$ cat src/design/lc3_frame_pkg.sv
// ==================================================
// lc3 frame format package
// header field types, constants and encoders, CRC-8
// ==================================================
package lc3_frame_pkg;

    typedef logic [1:0] frame_dur_t;   // frame duration code
    typedef logic [1:0] sr_idx_t;      // sample-rate index
    typedef logic [3:0] br_idx_t;      // bitrate index

    // 16-bit header, msb first
    typedef struct packed {
        logic [1:0] sync;
        logic [2:0] ftype;
        sr_idx_t    sr_idx;
        frame_dur_t dur;
        br_idx_t    br_idx;
        logic       ch_mode;
        logic [1:0] flags;
    } frame_header_t;

    localparam logic [1:0] SYNC_WORD        = 2'b10;
    localparam logic [2:0] FRAME_TYPE_AUDIO = 3'd0;
    localparam logic [1:0] HDR_FLAGS        = 2'b01;
    localparam logic [7:0] CRC8_POLY        = 8'h07;   // x^8 + x^2 + x + 1
    localparam logic [7:0] CRC8_INIT        = 8'hFF;
    localparam int         HDR_BYTES        = 2;

    function automatic sr_idx_t encode_sr_idx(input logic [15:0] sample_rate);
        case (sample_rate)
            16'd8000:  return 2'd0;
            16'd16000: return 2'd1;
            16'd24000: return 2'd2;
            default:   return 2'd3;   // 48k and anything unknown
        endcase
    endfunction

    function automatic br_idx_t encode_br_idx(input logic [7:0] target_bitrate);
        if (target_bitrate <= 8'd32) return 4'd2;
        if (target_bitrate <= 8'd64) return 4'd4;
        if (target_bitrate <= 8'd128) return 4'd8;
        return 4'd12;
    endfunction

    function automatic frame_header_t encode_header(input frame_dur_t dur,
                                                    input logic [7:0] target_bitrate,
                                                    input logic [15:0] sample_rate,
                                                    input logic ch_mode);
        frame_header_t h;
        h.sync    = SYNC_WORD;
        h.ftype   = FRAME_TYPE_AUDIO;
        h.sr_idx  = encode_sr_idx(sample_rate);
        h.dur     = dur;
        h.br_idx  = encode_br_idx(target_bitrate);
        h.ch_mode = ch_mode;
        h.flags   = HDR_FLAGS;
        return h;
    endfunction

    // one byte of CRC-8, msb first
    function automatic logic [7:0] crc8_update(input logic [7:0] crc, input logic [7:0] data);
        logic [7:0] c;
        c = crc ^ data;
        for (int i = 0; i < 8; i++) begin
            c = c[7] ? ((c << 1) ^ CRC8_POLY) : (c << 1);
        end
        return c;
    endfunction

endpackage

$ cat src/design/pack_stream_pkg.sv
// ==================================================
// byte stream package
// widths, FIFO sizing and the stream entry type
// ==================================================
package pack_stream_pkg;

    localparam int BYTE_W     = 8;
    localparam int WORD_W     = 32;   // coder word
    localparam int CNT_W      = 6;    // bit counts, up to 63
    localparam int FIFO_DEPTH = 16;
    localparam int FIFO_AW    = 4;
    localparam int SIZE_W     = 16;

    // one byte plus frame-end mark
    typedef struct packed {
        logic              last;
        logic [BYTE_W-1:0] data;
    } stream_byte_t;

endpackage

$ cat src/design/byte_stream_if.sv
// ==================================================
// byte stream interface
// one byte with frame-end mark, valid/ready handshake
// ==================================================
interface byte_stream_if
    import pack_stream_pkg::*;
(
    input logic clk
);

    logic         valid;
    logic         ready;
    stream_byte_t data;

    // transfer on posedge with valid && ready
    modport src (
        input  clk, ready,
        output valid, data
    );

    modport snk (
        input  clk, valid, data,
        output ready
    );

endinterface

$ cat src/design/bit_packer.sv
// ==================================================
// bit packer
// header build and lsb-first packing of coder words
// ==================================================
module bit_packer
    import lc3_frame_pkg::*;
    import pack_stream_pkg::*;
(
    input  logic              clk,
    input  logic              rst_n,
    input  frame_dur_t        frame_duration,
    input  logic              channel_mode,
    input  logic [7:0]        target_bitrate,
    input  logic [15:0]       sample_rate,
    input  logic              enable,
    input  logic              entropy_valid,
    input  logic [WORD_W-1:0] entropy_bits,
    input  logic [CNT_W-1:0]  entropy_bit_count,
    input  logic              entropy_frame_end,
    output logic              entropy_ready,
    byte_stream_if.src        out
);

    typedef enum logic [1:0] {
        ST_IDLE,
        ST_COLLECT,
        ST_FLUSH
    } state_t;

    state_t                                 state;
    logic [WORD_W+HDR_BYTES*BYTE_W-1:0]     acc;          // bits above bit_cnt stay zero
    logic [CNT_W-1:0]                       bit_cnt;
    logic [WORD_W-1:0]                      word_masked;
    frame_header_t                          hdr;
    logic                                   last_byte;
    logic                                   take_word;
    logic                                   take_byte;

    // header from the live config, captured into acc on the first word
    assign hdr = encode_header(frame_duration, target_bitrate, sample_rate, channel_mode);

    // keep only the low entropy_bit_count bits
    assign word_masked = entropy_bits & ({WORD_W{1'b1}} >> (WORD_W - entropy_bit_count));

    always_comb begin
        case (state)
            ST_IDLE:    entropy_ready = enable;
            ST_COLLECT: entropy_ready = (bit_cnt < BYTE_W);
            default:    entropy_ready = 1'b0;
        endcase
    end

    assign take_word = entropy_valid && entropy_ready;

    // ==================================================
    // byte output
    // ==================================================
    assign last_byte = (state == ST_FLUSH) && (bit_cnt <= BYTE_W);

    always_comb begin
        if (state == ST_FLUSH) begin
            out.valid = (bit_cnt != '0);   // partial byte allowed, zero padded
        end else begin
            out.valid = (bit_cnt >= BYTE_W);
        end
    end

    assign out.data  = {last_byte, acc[BYTE_W-1:0]};
    assign take_byte = out.valid && out.ready;

    // ==================================================
    // accumulator and FSM
    // ==================================================
    always_ff @(posedge clk or negedge rst_n) begin
        if (!rst_n) begin
            state   <= ST_IDLE;
            acc     <= '0;
            bit_cnt <= '0;
        end else begin
            case (state)
                ST_IDLE: begin
                    if (take_word) begin
                        acc     <= {word_masked, hdr};   // header low byte goes out first
                        bit_cnt <= CNT_W'(HDR_BYTES * BYTE_W) + entropy_bit_count;
                        state   <= entropy_frame_end ? ST_FLUSH : ST_COLLECT;
                    end
                end

                ST_COLLECT: begin
                    if (take_byte) begin
                        acc     <= acc >> BYTE_W;
                        bit_cnt <= bit_cnt - CNT_W'(BYTE_W);
                    end else if (take_word) begin
                        // append above the bits already held
                        acc     <= acc | ({{(HDR_BYTES*BYTE_W){1'b0}}, word_masked} << bit_cnt);
                        bit_cnt <= bit_cnt + entropy_bit_count;
                        if (entropy_frame_end) begin
                            state <= ST_FLUSH;
                        end
                    end
                end

                ST_FLUSH: begin
                    if (take_byte) begin
                        acc <= acc >> BYTE_W;
                        if (last_byte) begin
                            bit_cnt <= '0;
                            state   <= ST_IDLE;
                        end else begin
                            bit_cnt <= bit_cnt - CNT_W'(BYTE_W);
                        end
                    end
                end

                default: state <= ST_IDLE;
            endcase
        end
    end

endmodule

$ cat src/design/bitstream_packing_top.sv
// ==================================================
// bitstream packing top
// packer -> byte FIFO -> CRC framer
// ==================================================
module bitstream_packing_top
    import lc3_frame_pkg::*;
    import pack_stream_pkg::*;
(
    input  logic              clk,
    input  logic              rst_n,

    // configuration
    input  frame_dur_t        frame_duration,
    input  logic              channel_mode,
    input  logic [7:0]        target_bitrate,
    input  logic [15:0]       sample_rate,
    input  logic              enable,

    // entropy coder side
    input  logic              entropy_valid,
    input  logic [WORD_W-1:0] entropy_bits,
    input  logic [CNT_W-1:0]  entropy_bit_count,
    input  logic              entropy_frame_end,
    output logic              entropy_ready,

    // byte output
    output logic              output_valid,
    output logic [BYTE_W-1:0] output_byte,
    input  logic              output_ready,
    output logic              frame_start,
    output logic              frame_complete,
    output logic [SIZE_W-1:0] frame_size_bytes,
    output logic [7:0]        crc_value
);

    byte_stream_if pk2fifo (.clk(clk));
    byte_stream_if fifo2fr (.clk(clk));

    bit_packer u_packer (
        .clk               (clk),
        .rst_n             (rst_n),
        .frame_duration    (frame_duration),
        .channel_mode      (channel_mode),
        .target_bitrate    (target_bitrate),
        .sample_rate       (sample_rate),
        .enable            (enable),
        .entropy_valid     (entropy_valid),
        .entropy_bits      (entropy_bits),
        .entropy_bit_count (entropy_bit_count),
        .entropy_frame_end (entropy_frame_end),
        .entropy_ready     (entropy_ready),
        .out               (pk2fifo.src)
    );

    byte_fifo u_fifo (
        .clk   (clk),
        .rst_n (rst_n),
        .in    (pk2fifo.snk),
        .out   (fifo2fr.src)
    );

    crc_framer u_framer (
        .clk              (clk),
        .rst_n            (rst_n),
        .in               (fifo2fr.snk),
        .output_valid     (output_valid),
        .output_byte      (output_byte),
        .output_ready     (output_ready),
        .frame_start      (frame_start),
        .frame_complete   (frame_complete),
        .frame_size_bytes (frame_size_bytes),
        .crc_value        (crc_value)
    );

endmodule

$ cat src/design/byte_fifo.sv
// ==================================================
// byte FIFO
// circular buffer with registered output stage
// ==================================================
module byte_fifo
    import pack_stream_pkg::*;
(
    input  logic       clk,
    input  logic       rst_n,
    byte_stream_if.snk in,
    byte_stream_if.src out
);

    stream_byte_t       mem [FIFO_DEPTH];
    logic [FIFO_AW-1:0] wr_ptr;
    logic [FIFO_AW-1:0] rd_ptr;
    logic [FIFO_AW:0]   count;       // entries in mem, not counting the stage
    logic               out_valid;
    stream_byte_t       out_data;
    logic               push;
    logic               stage_free;
    logic               load_mem;
    logic               bypass;
    logic               write_mem;

    assign in.ready   = (count != (FIFO_AW+1)'(FIFO_DEPTH));
    assign out.valid  = out_valid;
    assign out.data   = out_data;

    assign push       = in.valid && in.ready;
    assign stage_free = !out_valid || out.ready;
    assign load_mem   = stage_free && (count != '0);
    assign bypass     = stage_free && (count == '0) && push;   // straight into the stage
    assign write_mem  = push && !bypass;

    always_ff @(posedge clk or negedge rst_n) begin
        if (!rst_n) begin
            wr_ptr    <= '0;
            rd_ptr    <= '0;
            count     <= '0;
            out_valid <= 1'b0;
        end else begin
            if (write_mem) wr_ptr <= wr_ptr + 1'b1;
            if (load_mem) rd_ptr <= rd_ptr + 1'b1;
            count <= count + (FIFO_AW+1)'(write_mem) - (FIFO_AW+1)'(load_mem);
            if (stage_free) begin
                out_valid <= load_mem || bypass;
            end
        end
    end

    // storage and output stage data
    always_ff @(posedge clk) begin
        if (write_mem) begin
            mem[wr_ptr] <= in.data;
        end
        if (load_mem) begin
            out_data <= mem[rd_ptr];
        end else if (bypass) begin
            out_data <= in.data;
        end
    end

endmodule

$ cat src/design/crc_framer.sv
// ==================================================
// CRC framer
// byte output, CRC-8 append and frame reporting
// ==================================================
module crc_framer
    import lc3_frame_pkg::*;
    import pack_stream_pkg::*;
(
    input  logic              clk,
    input  logic              rst_n,
    byte_stream_if.snk        in,
    output logic              output_valid,
    output logic [BYTE_W-1:0] output_byte,
    input  logic              output_ready,
    output logic              frame_start,
    output logic              frame_complete,
    output logic [SIZE_W-1:0] frame_size_bytes,
    output logic [7:0]        crc_value
);

    logic              held_last;     // held byte is the last data byte
    logic              held_crc;      // held byte is the CRC
    logic              first_pending; // next data byte opens a frame
    logic [7:0]        crc;
    logic [7:0]        crc_next;
    logic [SIZE_W-1:0] byte_cnt;
    logic              xfer;
    logic              pop;

    assign xfer     = output_valid && output_ready;
    assign crc_next = crc8_update(crc, output_byte);

    // reload the register when empty or draining, except while the CRC goes in
    assign in.ready = !output_valid || (xfer && !held_last);
    assign pop      = in.valid && in.ready;

    assign frame_start = xfer && first_pending && !held_crc;

    // ==================================================
    // control
    // ==================================================
    always_ff @(posedge clk or negedge rst_n) begin
        if (!rst_n) begin
            output_valid     <= 1'b0;
            held_last        <= 1'b0;
            held_crc         <= 1'b0;
            first_pending    <= 1'b1;
            crc              <= CRC8_INIT;
            byte_cnt         <= '0;
            frame_complete   <= 1'b0;
            frame_size_bytes <= '0;
            crc_value        <= '0;
        end else begin
            frame_complete <= xfer && held_crc;

            if (xfer && held_crc) begin
                // frame closed, publish and restart
                frame_size_bytes <= byte_cnt + 1'b1;
                crc_value        <= output_byte;
                crc              <= CRC8_INIT;
                byte_cnt         <= '0;
                first_pending    <= 1'b1;
            end else if (xfer) begin
                crc           <= crc_next;
                byte_cnt      <= byte_cnt + 1'b1;
                first_pending <= 1'b0;
            end

            if (pop) begin
                output_valid <= 1'b1;
                held_last    <= in.data.last;
                held_crc     <= 1'b0;
            end else if (xfer && held_last) begin
                held_last <= 1'b0;
                held_crc  <= 1'b1;   // valid stays up for the CRC byte
            end else if (xfer) begin
                output_valid <= 1'b0;
                held_crc     <= 1'b0;
            end
        end
    end

    // output byte register
    always_ff @(posedge clk) begin
        if (pop) begin
            output_byte <= in.data.data;
        end else if (xfer && held_last) begin
            output_byte <= crc_next;   // crc over every data byte
        end
    end

endmodule

$ cat config.mk
export PLATFORM = sky130hd
export DESIGN_NAME = bitstream_packing_top
export DESIGN_NICKNAME = d
export VERILOG_FILES = /design/src/design/lc3_frame_pkg.sv /design/src/design/pack_stream_pkg.sv /design/src/design/byte_stream_if.sv /design/src/design/bit_packer.sv /design/src/design/bitstream_packing_top.sv /design/src/design/byte_fifo.sv /design/src/design/crc_framer.sv
export SDC_FILE = /design/constraint.sdc
export NUM_CORES = 1
export LEC_CHECK = 0
export ABC_AREA = 1
export BUFFER_PORTS_ARGS = -buffer_cell sky130_fd_sc_hd__buf_2
export CAP_MARGIN = 20
export CORE_UTILIZATION = 55
export DETAILED_ROUTE_END_ITERATION = 12
export PLACE_DENSITY = 0.73
export RECOVER_POWER = 100
export SLEW_MARGIN = 15
export SYNTH_ARGS = -nofsm -noshare
export SYNTH_HDL_FRONTEND = slang
export SYNTH_SLANG_ARGS = --single-unit
$ cat constraint.sdc
create_clock -name clk -period 3.95 [get_ports clk]
set_input_delay 0.79 -clock clk [delete_from_list [all_inputs] [get_ports clk]]
set_output_delay 0.79 -clock clk [all_outputs]
set_load 0.01 [all_outputs]
==> qor.yml, run 1 <==
synth:
  synth_cell_types: 54
  syn_avg_cell_area_um2: 8.10
  synth_fa_ha_area_share_pct: 2.04
  syn-instance-count: 2060
  synth-seq-cells: 284
  synth.top_cell.area_share_pct: 29.0
  muxShareOfSynthArea_pct: 1.78
  synth-simple-area-share_pct: 28.0
  ys.flop_type: "edfxtp_1"
  yosys_warnings: 0
  synth_edf_count: 161
  syn-cell-area_um2: 16700
  synth_xor_xnor_area_share_pct: 2.51
  synth_top_family_by_area: "simple AND/OR/NAND/NOR gates"
  synth_area_leaders: "edfxtp_1 29%, dfrtp_1 17%, nand3_1 10%, nand2_1 9.9%, nor2_1 4.8%"
  async_flop_share_pct: 43.3
  yosys.area.top_type: "edfxtp_1"
  syn_nets: 2157
  yosysMostFrequentCell: "nand2_1"
  synth.top_cells.by_count: "439 x nand2_1, 344 x nand3_1, 215 x nor2_1, 161 x edfxtp_1, 153 x inv_1"
  synth-compound-area-share_pct: 11.6
  seq_area_frac_synth_pct: 47.5
critical_path:
  rrSetupSlack_ns: 0.34
  critPathLaunch: "u_packer.bit_cnt[5]$_DFFE_PN0P_"
  worstSetupPathType: "reg -> reg"
  worstReg2RegStart: "u_packer.bit_cnt[5]$_DFFE_PN0P_"
  r2r_cells: 11
  r2r_end: "u_packer.acc[47]$_DFFE_PN0P_"
  crit_required_ns: 4.44
  critPathLaunchType: "register"
  cp.arrival_ns: 4.10
  crit_end: "u_packer.acc[47]$_DFFE_PN0P_"
  end_kind: "register"
  path_max_fanout: 25
clock_tree:
  htreeDepth: 1
  holdBufCountCts: 0
  cts_sinks: 284
  cts_tree: "yes"
  cts_resized: 0
  cts_root_buf: "clkbuf_16"
  clkLatencyLatePin_ns: 0.58
  cts_buffers: 29
  cts_setup_buffers: 0
  clkTransAtPathRegs_ns: 0.06
  clockBufferDepth: 3
placement:
  io_buffers: 106
  dp_hpwl_um: 37300
  globalplace.congestion: 0.990
routing:
  vias: 15400
  wl_um: 53100
  via_per_inst: 6.04
  drc: 0
  drtIter0Drc: 1571
  dr.pass1.iters: 8
  ant_nets: 0
  wire_per_inst_um: 20.8
sta:
  skew_ns: 0.0390
  rsz0062_at_grt: "no"
  fin_crit_sh_pct: 91.3
  finalMaxSlewViolations: 147
  relSlewSlack_pct: -72.4
  fin_tns_setup_ns: 0
  tightestPinTransition_ns: 2.59
  hold_viol: 0
  hold_ws_ns: 0.438
  max_freq_mhz: 277
  period_minus_slack_ns: 3.61
  setup_viol: 0
finish:
  areaGrowthSynthToFinish_pct: 10.6
  layout.nets: 2236
  drive_above_1_share_pct: 8.98
  n_fill_cell: 2642
  diodes: 0
die:
  initial_core_util_pct: 56.2
  rows: 63
  die_w_um: 176
  die_h_um: 176
  core_region_area_um2: 29700
  dieArea_um2: 31000
  pin_count: 107
grt:
  grt_max_degree: 96
  antenna_found_initial: 0
  grt.overflow.total: 0
  grt_pass1_wl_um: 82100
  grt_pass1_vias: 14600
  grt_usage_pct: 34.5
power_and_ir_drop:
  p_per_area_nw_per_um2: 918
  p_leak_nw: 8.01
  ir_worst_vdd_mv: 0.476
outcome:
  status: "complete, but fails checks"
  violations: "max-capacitance violations, max-slew violations"
run:
  max_cap_viol_count: 2
min_path:
  hold_class: "in -> reg"
==> placed cells by master (no fill, tap or decap), types with 6 or more instances in the layout <==
master	n
a21oi_1	82
a31oi_1	17
buf_2	69
buf_4	32
clkbuf_1	69
clkbuf_16	29
clkinv_1	7
dfrtp_1	113
dfstp_2	9
edfxtp_1	161
ha_1	24
inv_1	154
inv_2	6
mux2_2	6
mux2i_1	23
nand2_1	440
nand3_1	344
nand4_1	32
nor2_1	216
nor2_2	6
o211ai_1	27
o21ai_0	118
o21ai_1	9
o221ai_1	23
o22ai_1	21
o32ai_1	13
or2_2	6
xnor2_1	16
xor2_1	30
==> logic make-up (layout without fill, tap and decap cells) <==
group	count (synthesis)	count (layout)
fa+ha+maj	26	26
flops	284	284
compound gates	326	326
buf+inv	280	381
mux	29	29
simple gates	1068	1068
xor+xnor	47	47
==> worst min path at each step <==
stage / slack [ns] / depth (start not counted) / endpoint / from
3_3_place_gp: 0.45 / 2 / u_framer.crc_value[2]$_DFFE_PN0P_ / u_framer.crc_value[2]$_DFFE_PN0P_
3_5_place_dp: 0.46 / 2 / u_framer.crc_value[2]$_DFFE_PN0P_ / u_framer.crc_value[2]$_DFFE_PN0P_
6_report: 0.44 / 2 / u_packer.state[0]$_DFFE_PN0P_ / entropy_frame_end
4_1_cts: 0.38 / 1 / u_fifo.wr_ptr[3]$_DFFE_PN0P_ / rst_n
2_1_floorplan: 0.45 / 2 / u_framer.first_pending$_DFFE_PN1P_ / u_framer.first_pending$_DFFE_PN1P_
5_1_grt: 0.42 / 2 / u_packer.state[0]$_DFFE_PN0P_ / entropy_frame_end
==> final cells by class <==
| cell class | instances | area [um^2] | share of cell area, % |
|---|---|---|---|
| multi-input combinational | 1496 | 7650 | 41.4 |
| sequential | 284 | 7930 | 42.9 |
| tap | 390 | 488 | 2.64 |
| clock inverter | 18 | 211 | 1.15 |
| clock buffer | 35 | 748 | 4.05 |
| inverter | 163 | 612 | 3.31 |
| timing repair buffer | 165 | 827 | 4.48 |
==> state kept, by name, summed over array words and instances (netlist names), 2 cells and up <==
signal / cells
u_packer.acc: 48
u_packer.state: 2
u_framer.crc: 8
u_framer.frame_size_bytes: 16
u_fifo.wr_ptr: 4
u_fifo.out.data: 9
u_framer.crc_value: 8
u_packer.bit_cnt: 6
u_fifo.rd_ptr: 4
u_framer.byte_cnt: 16
u_fifo.count: 5
u_fifo.mem: 144
u_framer.output_byte: 8
==> layer usage <==
metal  wire (um)  up-vias  GRT usage (%)
li1            -     7241              -
met1       20700     7223           43.4
met2       24600      759           55.6
met3        3700      196           4.13
met4        4210        0           24.5
met5           0        -              0
==> metrics by stage <==
step           total power, mW  utilization (%)  area, um^2  worst slack (ns)  instances
6_report                  17.0             62.1       18500             0.343       2551
5_1_grt                   18.0             62.1       18500             0.266       2551
4_1_cts                   16.9             62.6       18600             0.803       2550
3_5_place_dp              14.1             59.4       17700             0.241       2497
3_3_place_gp              13.9             59.4       17700             0.318       2497
2_1_floorplan             11.1                -       16700             0.674       2060
==> worst max-delay path, cell delays in order, from the launching register on <==
cell and delay (ns):
dfrtp_1 0.38, inv_1 0.24, nand2_1 0.23, nor2_1 0.49, nand2_1 0.22, nand2_1 0.26
inv_1 0.11, buf_4 0.26, nor3_1 0.76, buf_4 0.32, o21ai_0 0.12, a21oi_1 0.16
==> where the power goes <==
| part | internal, mW | switching, mW |
|---|---|---|
| Sequential | 4.38 | 0.871 |
| Combinational | 2.74 | 6.18 |
| Clock | 1.62 | 1.16 |
(Power assumes the default switching activity.)
==> inputs of run 2 (changes only) <==
- CTS_BUF_LIST: default -> sky130_fd_sc_hd__clkbuf_16
==> run 2 against run 1 <==
Compared with the run above:
- the flow still finishes with violations (max-capacitance violations, max-slew violations)
- sequential power about the same
- critical endpoint unchanged
- core utilization unchanged
- global-route usage unchanged
- maximum frequency decreased by 0.15%
- worst hold slack got worse by 0.00097 ns
- sequential cell count unchanged
- first-iteration DRC count increased by 0.13%
- non-clock buffer count unchanged
- sequential share of layout area unchanged
- wire length about the same
- final cell count unchanged
- largest power group unchanged
==> qor.yml, run 2 (same netlist as run 1, synthesis figures left out) <==
routing:
  drtIter0Drc: 1573
  wire_per_inst_um: 20.8
  routed-wl-met3_um: 3740
  wl_um: 53100
  drc: 0
  wl_met2_um: 24500
  dr.pass1.iters: 9
  highest_layer: "met4"
  ant_nets: 0
  drt-met1-wl_um: 20700
  via_per_inst: 6.03
  vias: 15400
sta:
  worst_slack_ns: 0.337
  finalMaxSlewViolations: 147
  max_freq_mhz: 277
  fin_crit_sh_pct: 91.5
  relSlewSlack_pct: -72.2
  hold_viol: 0
  skew_ns: 0.0413
  setup_viol: 0
  period_minus_slack_ns: 3.61
  tightestPinTransition_ns: 2.58
  fin_tns_setup_ns: 0
  rsz0062_at_grt: "no"
power_and_ir_drop:
  ir_worst_vdd_mv: 0.477
  netSwitchingFraction_pct: 48.5
  power_frac_comb_pct: 52.7
  power_frac_seq_pct: 31.0
  pwr-share-clk_pct: 16.3
  p_leak_nw: 8.04
  internal_power_mw: 8.72
  power_mw: 16.9
  p_per_area_nw_per_um2: 917
  switching_power_mw: 8.21
clock_tree:
  clockBufferDepth: 3
  htreeDepth: 1
  cts_setup_buffers: 0
  cts_sinks: 284
  cts_tree: "yes"
  cts_buffers: 29
  holdBufCountCts: 0
  clkLatencyLatePin_ns: 0.58
  cts_root_buf: "clkbuf_16"
  cts_resized: 0
  clkTransAtPathRegs_ns: 0.06
grt:
  grt_pass1_wl_um: 82100
  grt_usage_pct: 34.5
  grt.overflow.total: 0
  grt_max_degree: 96
  antenna_found_initial: 0
  grt_pass1_vias: 14600
critical_path:
  worstReg2RegStart: "u_packer.bit_cnt[5]$_DFFE_PN0P_"
  critPathLaunch: "u_packer.bit_cnt[5]$_DFFE_PN0P_"
  cp.arrival_ns: 4.11
  cpLargestDelayFamily: "simple AND/OR/NAND/NOR gates"
  crit_required_ns: 4.44
  path_max_fanout: 25
  cp_slowest_cell: "nor3_1"
  critPathLaunchType: "register"
  end_kind: "register"
  cpPeakStageDelay_ns: 0.77
  path_buf_inv: 4
  worstSetupPathType: "reg -> reg"
  crit_chain: "inv_1 > nand2_1 > nor2_1 > nand2_1 > nand2_1 > inv_1 > buf_4 > nor3_1 > buf_4 > o21ai_0 > a21oi_1"
  critPathMostFrequentCell: "nand2_1"
die:
  pin_count: 107
  initial_core_util_pct: 56.2
  die_h_um: 176
  core_region_area_um2: 29700
  dieArea_um2: 31000
  rows: 63
  die_w_um: 176
finish:
  post-route-util_pct: 62.1
  n_fill_cell: 2642
  areaGrowthSynthToFinish_pct: 10.6
  largest_register_ffs: 144
  reg_top3: "u_fifo.mem: 144 flops, u_packer.acc: 48 flops"
  final_cell_mix: "440 x nand2_1, 344 x nand3_1, 216 x nor2_1"
  drive_above_1_share_pct: 8.98
  layout_commonest_cell: "nand2_1"
  diodes: 0
  regMostFlops: "u_fifo.mem"
  layout.nets: 2236
run:
  max_cap_viol_count: 2
placement:
  io_buffers: 106
  dp_hpwl_um: 37300
  place_ws_ns: 0.241
  globalplace.congestion: 0.990
min_path:
  hp-start: "entropy_frame_end"
  hold_class: "in -> reg"
outcome:
  violations: "max-capacitance violations, max-slew violations"
  status: "complete, but fails checks"
-- run 2: cell types whose count changed in the layout (fill, tap and decap cells not counted), sizes merged --
cell	before	now
clkbuf	99	93
inv	161	167
-- run 2: area by class of cell --
class | count | area [um^2] | share of cell area (%)
Multi-Input combinational cell | 1496 | 7650 | 41.4
Tap cell | 390 | 488 | 2.64
Inverter | 163 | 612 | 3.31
Sequential cell | 284 | 7930 | 42.9
Clock buffer | 29 | 726 | 3.93
Timing Repair Buffer | 165 | 827 | 4.48
Clock inverter | 24 | 234 | 1.27
-- run 2: worst paths after layout --
path                       cells past startpoint                                 to  slack [ns]
setup / recovery                              11       u_packer.acc[47]$_DFFE_PN0P_        0.34
hold / removal                                 2      u_packer.state[0]$_DFFE_PN0P_        0.44
setup reg to reg                              11       u_packer.acc[47]$_DFFE_PN0P_        0.34
hold reg to reg                                2  u_framer.crc_value[3]$_DFFE_PN0P_        0.47
max in group asynchronous                      2  u_framer.crc_value[5]$_DFFE_PN0P_        1.17
min in group asynchronous                      1       u_fifo.wr_ptr[3]$_DFFE_PN0P_        1.01
-- run 2: per-layer routing --
layer  vias to the layer above  global-route usage (%)
li1                       7242                       -
met1                      7191                    43.4
met2                       751                    55.6
met3                       186                    4.13
met4                         0                    24.5
met5                         -                       0
-- run 2: worst register-to-register path, delay by kind of cell, from the launching register on --
kind                   cells  cell delay, ns
flip-flops                 1            0.38
buffers and inverters      4            0.93
AND/OR/NAND/NOR            5            1.98
AO/OA/AOI/OAI              2            0.28
-- run 2: through the flow --
step,hold slack (ns),cells,cell area (um^2)
after floorplan,0.453,2060,16700
after global placement,0.450,2497,17700
after detailed placement,0.456,2497,17700
after CTS,0.376,2550,18600
after global routing,0.425,2551,18500
final,0.437,2551,18500
-- run 2: power groups by stage --
| stage | Clock [mW] | Combinational (mW) | Sequential, mW |
|---|---|---|---|
| after floorplan | 0 | 6.15 | 4.93 |
| after global placement | 0 | 8.68 | 5.22 |
| after detailed placement | 0 | 8.81 | 5.27 |
| after CTS | 2.79 | 8.90 | 5.22 |
| after global routing | 2.90 | 9.78 | 5.35 |
| final | 2.77 | 8.92 | 5.25 |
==> inputs of run 3 (changes only) <==
- CORE_MARGIN: default -> 2
- SLEW_MARGIN: 15 -> default
- clock period: 3.95 -> 3.78 ns (I/O delays scaled with it)
==> run 3 against run 2 <==
Compared with the run above:
- final area increased by 0.45%
- wire length up 3.4%
- sequential share of layout area fell by 0.19 points
- die area rose by 2.3%
- clock skew down 0.020 ns
- final cell count up 0.20%
- maximum frequency is 0.91% higher
- clock-buffer cell count grew 1
- the flow still finishes with violations (max-capacitance violations, max-slew violations)
- clock power up 11%
==> qor.yml, run 3 (same netlist as run 1, synthesis figures left out) <==
min_path:
  whs_path_depth: 2
  hold_class: "in -> reg"
routing:
  wire_per_inst_um: 21.5
  via_per_inst: 6.21
  vias: 15900
  drc: 0
  wl_um: 54900
  dr.pass1.iters: 8
  drtIter0Drc: 2362
  ant_nets: 0
critical_path:
  critPathLaunchType: "register"
  path_max_fanout: 38
  end_kind: "register"
  r2r_cells: 11
  cpPeakStageDelay_ns: 0.60
  critPathMostFrequentCell: "nand2_1"
  crit_cells: 11
  path_buf_inv: 3
  cp.arrival_ns: 4.02
  cp_slowest_cell: "dfrtp_1"
  crit_chain: "inv_1 > nand2_1 > nor2_4 > nand2_1 > nand2_1 > inv_1 > buf_4 > a211oi_1 > nand2_1 > a221oi_1 > a21oi_1"
  cpLargestDelayFamily: "simple AND/OR/NAND/NOR gates"
  crit_required_ns: 4.22
  worstSetupPathType: "reg -> reg"
placement:
  globalplace.congestion: 1.02
  io_buffers: 106
  dp_hpwl_um: 38300
clock_tree:
  cts_resized: 0
  cts_tree: "yes"
  clkLatencyLatePin_ns: 0.59
  cts_setup_buffers: 0
  htreeDepth: 1
  holdBufCountCts: 0
  cts_buffers: 30
  clkTransAtPathRegs_ns: 0.06
  clockBufferDepth: 3
  cts_sinks: 284
  cts_root_buf: "clkbuf_16"
sta:
  fin_crit_sh_pct: 94.7
  tightestPinTransition_ns: 2.26
  finalMaxSlewViolations: 81
  hold_viol: 0
  setup_viol: 0
  fin_tns_setup_ns: 0
  max_freq_mhz: 279
  period_minus_slack_ns: 3.58
  skew_ns: 0.0208
  hold_ws_ns: 0.431
  relSlewSlack_pct: -50.9
  rsz0062_at_grt: "no"
grt:
  grt_usage_pct: 34.6
  grt.overflow.total: 0
  grt_pass1_vias: 14900
  grt_max_degree: 81
  grt_pass1_wl_um: 84000
  antenna_found_initial: 2
power_and_ir_drop:
  p_per_area_nw_per_um2: 965
  p_leak_nw: 8.08
  power_mw: 17.9
  ir_worst_vdd_mv: 0.593
finish:
  diodes: 0
  drive_above_1_share_pct: 9.19
  regMostFlops: "u_fifo.mem"
  largest_register_ffs: 144
  layout_commonest_cell: "nand2_1"
  areaGrowthSynthToFinish_pct: 11.1
  layout.nets: 2239
  final_cell_mix: "440 x nand2_1, 344 x nand3_1, 217 x nor2_1"
  reg_top3: "u_fifo.mem: 144 flops, u_packer.acc: 48 flops"
die:
  die_w_um: 178
  core_region_area_um2: 29800
  rows: 63
  dieArea_um2: 31800
  pin_count: 107
  die_h_um: 178
  initial_core_util_pct: 56.0
run:
  max_cap_viol_count: 1
outcome:
  violations: "max-capacitance violations, max-slew violations"
  status: "complete, but fails checks"
## run 3: changes by cell type in the layout (fill, tap and decap cells not counted), moves of 2 or more
cell,previous run,this run
inv_1,160,156
clkinvlp_4,3,0
clkinv_1,7,11
clkinv_2,5,7
## run 3: path summary, 6_finish.rpt
| path | slack, ns | end | startpoint |
|---|---|---|---|
| worst max-delay path | 0.20 | u_packer.bit_cnt[0]$_DFFE_PN0P_ | u_packer.bit_cnt[5]$_DFFE_PN0P_ |
| worst min-delay path | 0.43 | u_packer.state[0]$_DFFE_PN0P_ | entropy_frame_end |
| worst max register to register | 0.20 | u_packer.bit_cnt[0]$_DFFE_PN0P_ | u_packer.bit_cnt[5]$_DFFE_PN0P_ |
| worst min register to register | 0.47 | u_framer.crc_value[2]$_DFFE_PN0P_ | u_framer.crc_value[2]$_DFFE_PN0P_ |
| max in group asynchronous | 0.96 | u_packer.acc[45]$_DFFE_PN0P_ | rst_n |
| min in group asynchronous | 0.80 | u_framer.frame_size_bytes[12]$_DFFE_PN0P_ | rst_n |
## run 3: layer usage
metal	GRT usage (%)	part of all wire, %
met4	10.9	3.3
met3	5.71	11
met2	54.9	45
met1	48.6	41
met5	0	0.049
## run 3: cell type report
type / instances / area [um^2]
fillers: 2621 / 11300
inverters: 163 / 612
flip-flops and latches: 284 / 7930
repair buffers: 167 / 852
clock buffers: 30 / 751
multi-input cells: 1496 / 7640
clock inverters: 26 / 274
well taps: 390 / 488
## run 3: per-stage QoR
stage                     area, um^2  instances  util (%)  setup slack (ns)
after floorplan                16700       2060         -             0.538
after global placement         17700       2500      59.4             0.285
after detailed placement       17700       2500      59.4             0.259
after CTS                      18700       2556      62.8             0.551
after global routing           18500       2556      62.2             0.184
final                          18500       2556      62.2             0.200
## run 3: where the power goes
group          internal [mW]  total, mW  leakage [nW]  switching [mW]
logic                   2.87       9.39          4.53            6.53
clock network           1.79       3.07         0.516            1.28
registers               4.58       5.42          3.03           0.837
total                   9.24       17.9          8.08            8.65
